File: config.mk
export PLATFORM = sky130hd
export DESIGN_NAME = rv_core_top
export DESIGN_NICKNAME = d
export VERILOG_FILES = /design/src/rv_isa_pkg.sv /design/src/rv_pipe_pkg.sv /design/src/rv_pipe_reg.sv /design/src/rv_decode.sv /design/src/rv_execute.sv /design/src/rv_gpr_csr.sv /design/src/rv_core_top.sv
export SDC_FILE = /design/constraint.sdc
export NUM_CORES = 2
export LEC_CHECK = 0
export BUFFER_PORTS_ARGS = -buffer_cell sky130_fd_sc_hd__buf_2
export CAP_MARGIN = 20
export CELL_PAD_IN_SITES_DETAIL_PLACEMENT = 1
export CELL_PAD_IN_SITES_GLOBAL_PLACEMENT = 1
export CORE_MARGIN = 8
export CORE_UTILIZATION = 30
export CTS_CLUSTER_DIAMETER = 120
export DETAILED_ROUTE_END_ITERATION = 12
export GPL_ROUTABILITY_DRIVEN = 0
export PLACE_DENSITY = 0.49
export SLEW_MARGIN = 30
export SYNTH_ARGS = -nofsm -noshare
export SYNTH_HDL_FRONTEND = slang
export SYNTH_HIERARCHICAL = 1
export SYNTH_SLANG_ARGS = --single-unit
File: constraint.sdc
create_clock -name clk -period 5.1 [get_ports clk]
set_input_delay 0.51 -clock clk [delete_from_list [all_inputs] [get_ports clk]]
set_output_delay 0.51 -clock clk [all_outputs]
set_load 0.03 [all_outputs]
File: src/rv_isa_pkg.sv
`default_nettype none

package rv_isa_pkg;

  // ============================================================
  // Instruction encoding
  // ============================================================

  localparam logic [6:0] opc_op_imm = 7'b0010011;
  localparam logic [6:0] opc_op     = 7'b0110011;
  localparam logic [6:0] opc_lui    = 7'b0110111;
  localparam logic [6:0] opc_system = 7'b1110011;

  localparam logic [2:0] f3_add_sub = 3'b000;
  localparam logic [2:0] f3_priv    = 3'b000;
  localparam logic [2:0] f3_csrrw   = 3'b001;
  localparam logic [2:0] f3_csrrs   = 3'b010;

  localparam logic [6:0] f7_add = 7'b0000000;
  localparam logic [6:0] f7_sub = 7'b0100000;

  // funct12 of the privileged SYSTEM forms
  localparam logic [11:0] f12_ecall = 12'h000;
  localparam logic [11:0] f12_mret  = 12'h302;

  // ============================================================
  // Machine CSRs
  // ============================================================

  localparam logic [11:0] csr_mstatus   = 12'h300;
  localparam logic [11:0] csr_mtvec     = 12'h305;
  localparam logic [11:0] csr_mepc      = 12'h341;
  localparam logic [11:0] csr_mcause    = 12'h342;
  localparam logic [11:0] csr_mvendorid = 12'hf11;
  localparam logic [11:0] csr_marchid   = 12'hf12;

  localparam logic [31:0] mstatus_reset   = 32'h0000_1800;
  localparam logic [31:0] mcause_ecall    = 32'd11;
  localparam logic [31:0] mvendorid_value = 32'h7973_7978;
  localparam logic [31:0] marchid_value   = 32'h017d_c685;

  typedef enum logic [3:0] {
    op_addi,
    op_add,
    op_sub,
    op_lui,
    op_csrrw,
    op_csrrs,
    op_ecall,
    op_mret,
    op_nop
  } rv_op_e;

endpackage

`default_nettype wire

File: src/rv_pipe_pkg.sv
`default_nettype none

package rv_pipe_pkg;

  // Instruction as delivered by the stimulus
  typedef struct packed {
    logic [31:0] pc;
    logic [31:0] word;
  } inst_t;

  // Decode to execute
  typedef struct packed {
    rv_isa_pkg::rv_op_e op;
    logic [31:0]        pc;
    logic [3:0]         rd;
    logic [31:0]        src1;
    // Holds the CSR read value for CSR ops, ecall and mret
    logic [31:0]        imm_or_src2;
    logic [11:0]        csr_addr;
    logic               writes_csr;
  } dx_t;

  // Execute to commit, and the retire record
  typedef struct packed {
    logic [31:0] pc;
    logic [3:0]  rd;
    logic [31:0] rd_wdata;
    logic        rd_wen;
    logic [11:0] csr_addr;
    logic [31:0] csr_wdata;
    logic        csr_wen;
    logic        is_ecall;
    logic        is_mret;
    logic [31:0] next_pc;
  } xw_t;

  typedef struct packed {
    logic [3:0] rs1;
    logic [3:0] rs2;
  } rd_gpr_t;

endpackage

`default_nettype wire

File: src/rv_pipe_reg.sv
`timescale 1ns/100ps
`default_nettype none

module rv_pipe_reg #(
  parameter type payload_t = logic [31:0]
) (
  input  wire      clk,
  input  wire      arst_n,
  input  wire      in_valid,
  output logic     in_ready,
  input  wire      payload_t in_data,
  output logic     out_valid,
  input  wire      out_ready,
  output payload_t out_data
);

  logic     full;
  payload_t data_q;

  // Accept when empty or when the held entry leaves this cycle
  assign in_ready  = !full || out_ready;
  assign out_valid = full;
  assign out_data  = data_q;

  always_ff @(posedge clk or negedge arst_n) begin
    if (!arst_n) begin
      full <= 1'b0;
    end else if (in_ready) begin
      full <= in_valid;
    end
  end

  always_ff @(posedge clk) begin
    if (in_valid && in_ready) begin
      data_q <= in_data;
    end
  end

  a_out_stable : assert property (@(posedge clk) disable iff (!arst_n)
    out_valid && !out_ready |=> out_valid && $stable(out_data));

endmodule

`default_nettype wire

File: src/rv_decode.sv
`timescale 1ns/100ps
`default_nettype none

module rv_decode #(
  parameter int n_gpr = 16
) (
  input  wire                  clk,
  input  wire                  arst_n,
  input  wire                  inst_valid,
  output logic                 inst_ready,
  input  wire rv_pipe_pkg::inst_t inst,
  output rv_pipe_pkg::rd_gpr_t rd_req,
  input  wire [31:0]           src1,
  input  wire [31:0]           src2,
  output logic [11:0]          csr_raddr,
  input  wire [31:0]           csr_rdata,
  output logic                 dx_valid,
  input  wire                  dx_ready,
  output rv_pipe_pkg::dx_t     dx,
  input  wire                  x_busy,
  input  wire                  w_busy,
  input  wire [3:0]            x_rd,
  input  wire [3:0]            w_rd,
  input  wire                  x_csr,
  input  wire                  w_csr
);

  import rv_isa_pkg::*;

  logic [31:0] word;
  logic [6:0]  opcode;
  logic [2:0]  funct3;
  rv_op_e      op;
  logic        uses_rs1;
  logic        uses_rs2;
  logic        writes_rd;
  logic        is_csr_op;
  logic        is_trap_op;
  logic        gpr_hazard;
  logic        csr_hazard;
  logic        stall;

  assign word   = inst.word;
  assign opcode = word[6:0];
  assign funct3 = word[14:12];

  // ============================================================
  // Operation decode
  // ============================================================

  always_comb begin
    op        = op_nop;
    uses_rs1  = 1'b0;
    uses_rs2  = 1'b0;
    writes_rd = 1'b0;
    case (opcode)
      opc_op_imm: begin
        if (funct3 == f3_add_sub) begin
          op        = op_addi;
          uses_rs1  = 1'b1;
          writes_rd = 1'b1;
        end
      end
      opc_op: begin
        if (funct3 == f3_add_sub && (word[31:25] == f7_add || word[31:25] == f7_sub)) begin
          op        = (word[31:25] == f7_sub) ? op_sub : op_add;
          uses_rs1  = 1'b1;
          uses_rs2  = 1'b1;
          writes_rd = 1'b1;
        end
      end
      opc_lui: begin
        op        = op_lui;
        writes_rd = 1'b1;
      end
      opc_system: begin
        if (funct3 == f3_csrrw || funct3 == f3_csrrs) begin
          op        = (funct3 == f3_csrrw) ? op_csrrw : op_csrrs;
          uses_rs1  = 1'b1;
          writes_rd = 1'b1;
        end else if (funct3 == f3_priv && word[19:7] == '0) begin
          if (word[31:20] == f12_ecall) op = op_ecall;
          else if (word[31:20] == f12_mret) op = op_mret;
        end
      end
      default: ;
    endcase
  end

  assign is_csr_op  = (op == op_csrrw) || (op == op_csrrs);
  assign is_trap_op = (op == op_ecall) || (op == op_mret);

  assign rd_req.rs1 = word[18:15];
  assign rd_req.rs2 = word[23:20];

  // ecall and mret fetch their target through the CSR read port
  assign csr_raddr = (op == op_ecall) ? csr_mtvec :
                     (op == op_mret)  ? csr_mepc  : word[31:20];

  // ============================================================
  // Interlock
  // ============================================================

  always_comb begin
    gpr_hazard = 1'b0;
    if (uses_rs1 && rd_req.rs1 != '0) begin
      gpr_hazard |= (x_busy && x_rd == rd_req.rs1) || (w_busy && w_rd == rd_req.rs1);
    end
    if (uses_rs2 && rd_req.rs2 != '0) begin
      gpr_hazard |= (x_busy && x_rd == rd_req.rs2) || (w_busy && w_rd == rd_req.rs2);
    end
  end

  assign csr_hazard = (is_csr_op || is_trap_op) && ((x_busy && x_csr) || (w_busy && w_csr));
  assign stall      = gpr_hazard || csr_hazard;

  assign inst_ready = dx_ready && !stall;
  assign dx_valid   = inst_valid && !stall;

  always_comb begin
    dx.op          = op;
    dx.pc          = inst.pc;
    dx.rd          = writes_rd ? word[10:7] : 4'd0;
    dx.src1        = uses_rs1 ? src1 : 32'd0;
    dx.csr_addr    = word[31:20];
    dx.writes_csr  = is_csr_op || is_trap_op;
    dx.imm_or_src2 = {{20{word[31]}}, word[31:20]};
    if (op == op_lui) dx.imm_or_src2 = {word[31:12], 12'd0};
    else if (uses_rs2) dx.imm_or_src2 = src2;
    else if (is_csr_op || is_trap_op) dx.imm_or_src2 = csr_rdata;
  end

  // A source written by the retiring item must not be taken on the same edge
  a_wb_interlock : assert property (@(posedge clk) disable iff (!arst_n)
    inst_valid && w_busy && uses_rs1 && rd_req.rs1 != '0 && w_rd == rd_req.rs1
    |-> !inst_ready);

  a_reg_range : assert property (@(posedge clk) disable iff (!arst_n)
    inst_valid && uses_rs1 |-> int'(word[19:15]) < n_gpr);

endmodule

`default_nettype wire

File: src/rv_execute.sv
`timescale 1ns/100ps
`default_nettype none

module rv_execute (
  input  wire rv_pipe_pkg::dx_t dx,
  output rv_pipe_pkg::xw_t      xw
);

  import rv_isa_pkg::*;

  logic [31:0] sum;
  logic [31:0] diff;
  logic [31:0] old_csr;

  assign sum     = dx.src1 + dx.imm_or_src2;
  assign diff    = dx.src1 - dx.imm_or_src2;
  assign old_csr = dx.imm_or_src2;

  always_comb begin
    xw.pc        = dx.pc;
    xw.rd        = dx.rd;
    xw.rd_wdata  = 32'd0;
    xw.rd_wen    = 1'b0;
    xw.csr_addr  = dx.csr_addr;
    xw.csr_wdata = 32'd0;
    // Also set for ecall and mret, which commit takes with priority
    xw.csr_wen   = dx.writes_csr;
    xw.is_ecall  = 1'b0;
    xw.is_mret   = 1'b0;
    xw.next_pc   = dx.pc + 32'd4;

    case (dx.op)
      op_addi, op_add: begin
        xw.rd_wdata = sum;
        xw.rd_wen   = 1'b1;
      end
      op_sub: begin
        xw.rd_wdata = diff;
        xw.rd_wen   = 1'b1;
      end
      op_lui: begin
        xw.rd_wdata = dx.imm_or_src2;
        xw.rd_wen   = 1'b1;
      end
      op_csrrw: begin
        xw.rd_wdata  = old_csr;
        xw.rd_wen    = 1'b1;
        xw.csr_wdata = dx.src1;
      end
      op_csrrs: begin
        xw.rd_wdata  = old_csr;
        xw.rd_wen    = 1'b1;
        xw.csr_wdata = dx.src1 | old_csr;
      end
      // Trap entry jumps to mtvec
      op_ecall: begin
        xw.is_ecall = 1'b1;
        xw.next_pc  = old_csr;
      end
      op_mret: begin
        xw.is_mret = 1'b1;
        xw.next_pc = old_csr;
      end
      default: ;
    endcase
  end

endmodule

`default_nettype wire

File: src/rv_gpr_csr.sv
`timescale 1ns/100ps
`default_nettype none

module rv_gpr_csr #(
  parameter int n_gpr = 16
) (
  input  wire                       clk,
  input  wire                       arst_n,
  input  wire rv_pipe_pkg::rd_gpr_t rd_req,
  output logic [31:0]               src1,
  output logic [31:0]               src2,
  input  wire [11:0]                csr_raddr,
  output logic [31:0]               csr_rdata,
  input  wire                       commit_en,
  input  wire rv_pipe_pkg::xw_t     commit
);

  import rv_isa_pkg::*;

  logic [31:0] regs [n_gpr];
  logic [31:0] mtvec;
  logic [31:0] mepc;
  logic [31:0] mstatus;
  logic [31:0] mstatus_mret;

  // ============================================================
  // General registers
  // ============================================================

  assign src1 = regs[rd_req.rs1];
  assign src2 = regs[rd_req.rs2];

  // x0 is cleared by reset and never written
  always_ff @(posedge clk or negedge arst_n) begin
    if (!arst_n) begin
      for (int i = 0; i < n_gpr; i++) begin
        regs[i] <= 32'd0;
      end
    end else if (commit_en && commit.rd_wen && commit.rd != 4'd0) begin
      regs[commit.rd] <= commit.rd_wdata;
    end
  end

  // ============================================================
  // Machine CSRs
  // ============================================================

  always_comb begin
    case (csr_raddr)
      csr_mstatus:   csr_rdata = mstatus;
      csr_mtvec:     csr_rdata = mtvec;
      csr_mepc:      csr_rdata = mepc;
      csr_mcause:    csr_rdata = mcause_ecall;
      csr_mvendorid: csr_rdata = mvendorid_value;
      csr_marchid:   csr_rdata = marchid_value;
      default:       csr_rdata = 32'd0;
    endcase
  end

  // MIE takes MPIE, MPIE is set, MPP drops to user
  always_comb begin
    mstatus_mret        = mstatus;
    mstatus_mret[3]     = mstatus[7];
    mstatus_mret[7]     = 1'b1;
    mstatus_mret[12:11] = 2'b00;
  end

  always_ff @(posedge clk or negedge arst_n) begin
    if (!arst_n) begin
      mtvec   <= 32'd0;
      mepc    <= 32'd0;
      mstatus <= mstatus_reset;
    end else if (commit_en) begin
      if (commit.is_ecall) begin
        mepc    <= commit.pc;
        mstatus <= mstatus_reset;
      end else if (commit.is_mret) begin
        mstatus <= mstatus_mret;
      end else if (commit.csr_wen) begin
        case (commit.csr_addr)
          csr_mtvec:   mtvec   <= commit.csr_wdata;
          csr_mepc:    mepc    <= commit.csr_wdata;
          csr_mstatus: mstatus <= commit.csr_wdata;
          // mcause and the ID registers are read only here
          default: ;
        endcase
      end
    end
  end

  a_one_trap_op : assert property (@(posedge clk) disable iff (!arst_n)
    commit_en |-> !(commit.is_ecall && commit.is_mret));

endmodule

`default_nettype wire

File: src/rv_core_top.sv
`timescale 1ns/100ps
`default_nettype none

module rv_core_top #(
  parameter int n_gpr = 16
) (
  input  wire                     clk,
  input  wire                     arst_n,
  input  wire                     inst_valid,
  output logic                    inst_ready,
  input  wire rv_pipe_pkg::inst_t inst,
  output logic                    retire_valid,
  input  wire                     retire_ready,
  output rv_pipe_pkg::xw_t        retire
);

  import rv_pipe_pkg::*;

  rd_gpr_t     rd_req;
  logic [31:0] src1;
  logic [31:0] src2;
  logic [11:0] csr_raddr;
  logic [31:0] csr_rdata;

  dx_t  dx_d;
  logic dx_d_valid;
  logic dx_d_ready;
  dx_t  dx_q;
  logic dx_q_valid;
  xw_t  xw_d;
  logic xw_d_ready;

  // ============================================================
  // Decode, operand read and interlock
  // ============================================================

  rv_decode #(
    .n_gpr (n_gpr)
  ) u_decode (
    .clk        (clk),
    .arst_n     (arst_n),
    .inst_valid (inst_valid),
    .inst_ready (inst_ready),
    .inst       (inst),
    .rd_req     (rd_req),
    .src1       (src1),
    .src2       (src2),
    .csr_raddr  (csr_raddr),
    .csr_rdata  (csr_rdata),
    .dx_valid   (dx_d_valid),
    .dx_ready   (dx_d_ready),
    .dx         (dx_d),
    .x_busy     (dx_q_valid),
    .w_busy     (retire_valid),
    .x_rd       (dx_q.rd),
    .w_rd       (retire.rd),
    .x_csr      (dx_q.writes_csr),
    .w_csr      (retire.csr_wen)
  );

  rv_pipe_reg #(
    .payload_t (dx_t)
  ) u_dx_reg (
    .clk       (clk),
    .arst_n    (arst_n),
    .in_valid  (dx_d_valid),
    .in_ready  (dx_d_ready),
    .in_data   (dx_d),
    .out_valid (dx_q_valid),
    .out_ready (xw_d_ready),
    .out_data  (dx_q)
  );

  rv_execute u_execute (
    .dx (dx_q),
    .xw (xw_d)
  );

  // Last stage output is the retire port
  rv_pipe_reg #(
    .payload_t (xw_t)
  ) u_xw_reg (
    .clk       (clk),
    .arst_n    (arst_n),
    .in_valid  (dx_q_valid),
    .in_ready  (xw_d_ready),
    .in_data   (xw_d),
    .out_valid (retire_valid),
    .out_ready (retire_ready),
    .out_data  (retire)
  );

  rv_gpr_csr #(
    .n_gpr (n_gpr)
  ) u_gpr_csr (
    .clk       (clk),
    .arst_n    (arst_n),
    .rd_req    (rd_req),
    .src1      (src1),
    .src2      (src2),
    .csr_raddr (csr_raddr),
    .csr_rdata (csr_rdata),
    .commit_en (retire_valid && retire_ready),
    .commit    (retire)
  );

endmodule

`default_nettype wire

==> out/qor.yml <==
holdWs_ns: 0.118
path_class: "flop to flop"
cp_max_fo: 8
clkSinkCount: 875
drc: 0
fin_tns_setup_ns: 0
fmax_ghz: 0.215
swShare: 0.277
portBuffers: 217
synth_xor_area_frac: 0.0173
ys_types: 88
rsz0062_at_grt: "false"
ctsHtreeMaxLevel: 3
post_cts_buffers: 0
placed_area_sq_mm: 0.0487
cts_tree: "done"
layout-drive-gt1-share: 0.375
fin_nets: 3611
initial_core_util: 0.302
clk_pin_slew_ns: 0.07
power.switching_uw: 5340
syn2layout_area_growth_pct: 14.3
synth_edf_count: 265
viasPerCell: 5.35
synthTopCellsByArea: "dfrtp_1, edfxtp_1, mux2_2"
cp-end-kind: "flop"
yosys.area_share.simple: 0.0672
synthFlopType: "dfrtp_1"
arrival_ns: 5.11
seq_power_share: 0.458
clock_latency_ns: 0.72
ant_nets: 0
peakVddDrop_uv: 224
antenna_found_initial: 7
synthesis.area_sq_mm: 0.0459
seq_area_frac_synth: 0.506
setup_viol: 0
clkPwrFrac: 0.389
status: "finished clean"
cp.required_ns: 5.57
routedWlPerCell_um: 29.2
routed_wl_um: 164000
drt_iter0_drc: 1927
post-dp-hpwl_um: 108000
grt_pass1_wl_um: 240000
maxCapViolCount: 0
design.die.area_sq_mm: 0.166
grt_max_degree: 110
synth-compound-area-share: 0.0751
cts_buffers: 101
fin_area_sq_mm: 0.0524
synth_top_family_by_area: "multiplexers"
worstSetupStartpointType: "flop"
synth_top_area_frac: 0.332
cts_max_path_buffers: 3
dieWidth_um: 407
worst_pin_slew_ns: 0.971
grt_pass1_vias: 32300
synth_largest_area_cell: "dfrtp_1"
cts_root_buf: "clkbuf_16"
rows: 143
hold_violations: 0
comb_power_share: 0.154
fp.dieH_um: 407
hold_path_class: "input pin to flop"
grtUsageTotal: 0.196
netlist_instances: 3440
slew_viol_final: 0
skew_ns: 0.0263
synth-seq-cells: 875
vias: 30100
syn_avg_cell_area_sq_um: 13.3
io_pins: 218
dr.pass1.iters: 7
p_leak_uw: 0.0218
power_density_mw_per_mm2: 368
ys_async_sr_fraction: 0.697
synth_nets: 3543
synth_fa_ha_area_frac: 0.00971
slew_headroom: 0.352
muxShareOfSynthArea: 0.275
yosys_warnings: 6
cts_resized: 0
finalCriticalPeriod_ns: 4.64
core_area_sq_mm: 0.152
grt_overflow: 0
post-route-period-util: 0.910
intPower_uw: 13900
registers in the layout, indices dropped and copies added (netlist names):
name	count
u_gpr_csr/mtvec	32
u_gpr_csr/regs	512
u_xw_reg/out_data	148
u_gpr_csr/mepc	32
u_xw_reg/out_valid	1
u_gpr_csr/mstatus	32
u_dx_reg/out_valid	1
u_dx_reg/out_data	117
cell families after synthesis:
family                   after synthesis
adder cells (fa/ha/maj)               35
AO/OA/AOI/OAI                        502
multiplexers                         869
XOR/XNOR                              90
AND/OR/NAND/NOR                      614
flip-flops                           875
buffers and inverters                455
metrics by stage:
| stage | utilization | worst slack [ns] | total power (uW) | std cells |
|---|---|---|---|---|
| 2_1_floorplan | - | 0.983 | 10800 | 3440 |
| 3_3_place_gp | 0.320 | 0.551 | 11800 | 5400 |
| 3_5_place_dp | 0.320 | 0.527 | 11900 | 5401 |
| 4_1_cts | 0.345 | 0.499 | 19600 | 5622 |
| 5_1_grt | 0.345 | 0.241 | 20200 | 5624 |
| 6_report | 0.345 | 0.458 | 19300 | 5626 |
final timing paths:
kind	startpoint	to	slack, ns	cells past startpoint
setup / recovery	u_dx_reg/out_data[24]$_DFFE_PP_	u_xw_reg/out_data[107]$_DFFE_PP_	0.46	13
hold / removal	retire_ready	u_xw_reg/out_valid$_DFFE_PN0P_	0.12	3
setup reg to reg	u_dx_reg/out_data[24]$_DFFE_PP_	u_xw_reg/out_data[107]$_DFFE_PP_	0.46	13
hold reg to reg	u_gpr_csr/regs[508]$_DFFE_PN0P_	u_gpr_csr/regs[508]$_DFFE_PN0P_	0.39	0
max in group asynchronous	arst_n	u_gpr_csr/mtvec[11]$_DFFE_PN0P_	3.43	3
min in group asynchronous	arst_n	u_gpr_csr/regs[86]$_DFFE_PN0P_	0.45	2
placed cells by master, fill, tap and decap left out, types with 61 or more instances in the layout:
cell type	netlist	final
a21oi_1	138	138
buf_4	105	101
edfxtp_1	265	265
nand2_1	179	179
o21ai_0	61	61
dfrtp_1	608	608
a22oi_1	155	155
nor2_1	159	145
buf_2	88	212
mux4_2	256	256
clkbuf_16	0	105
mux2_2	538	538
critical path, stage by stage (launching register included):
cell	delay, ns
edfxtp_1	0.47
or4_4	0.60
or4_4	0.51
nor2_1	0.25
nor2_1	0.09
xnor2_1	0.15
ha_1	0.34
inv_1	0.15
o21bai_1	0.09
a21o_1	0.20
a2111oi_2	0.69
nor4_1	0.21
or3_1	0.36
a32o_1	0.26
layout make-up:
cell class	instances	area, sq um
tap	2030	2540
clock inverter	43	465
antenna	3	7.51
inverter	56	210
timing repair buffer	364	2480
fill	15900	99500
clock buffer	145	2920
sequential	875	23200
multi-input combinational	2110	20600
synthesized netlist by cell type (54+ instances only):
cell type  instances
buf_4            105
clkbuf_1         189
xnor2_1           54
dfrtp_1          608
a22oi_1          155
buf_2             88
a21oi_1          138
mux2_2           538
mux4_2           256
inv_1             56
edfxtp_1         265
nor2_1           159
nand2_1          179
o21ai_0           61
repair_timing:
| action | in CTS | in global routing |
|---|---|---|
| endpoints found under the hold margin | 112 | 0 |
| hold buffers | 33 | 0 |
| setup endpoints to repair | 0 | 0 |
layer usage:
metal,wire length [um],track usage,up-vias
li1,-,-,13000
met3,8210,0.0329,188
met5,13,0,-
met1,75600,0.276,16200
met2,76100,0.313,718
met4,4430,0.0571,2
power by group through the flow:
stage | Clock, uW | Combinational (uW) | Sequential (uW)
final | 7490 | 2960 | 8830
after CTS | 7750 | 2990 | 8820
after global routing | 8000 | 3200 | 8950
after floorplan | 0 | 1960 | 8810
after global placement | 0 | 2920 | 8910
after detailed placement | 0 | 2960 | 8950
Power figures use the tool's default switching activity.
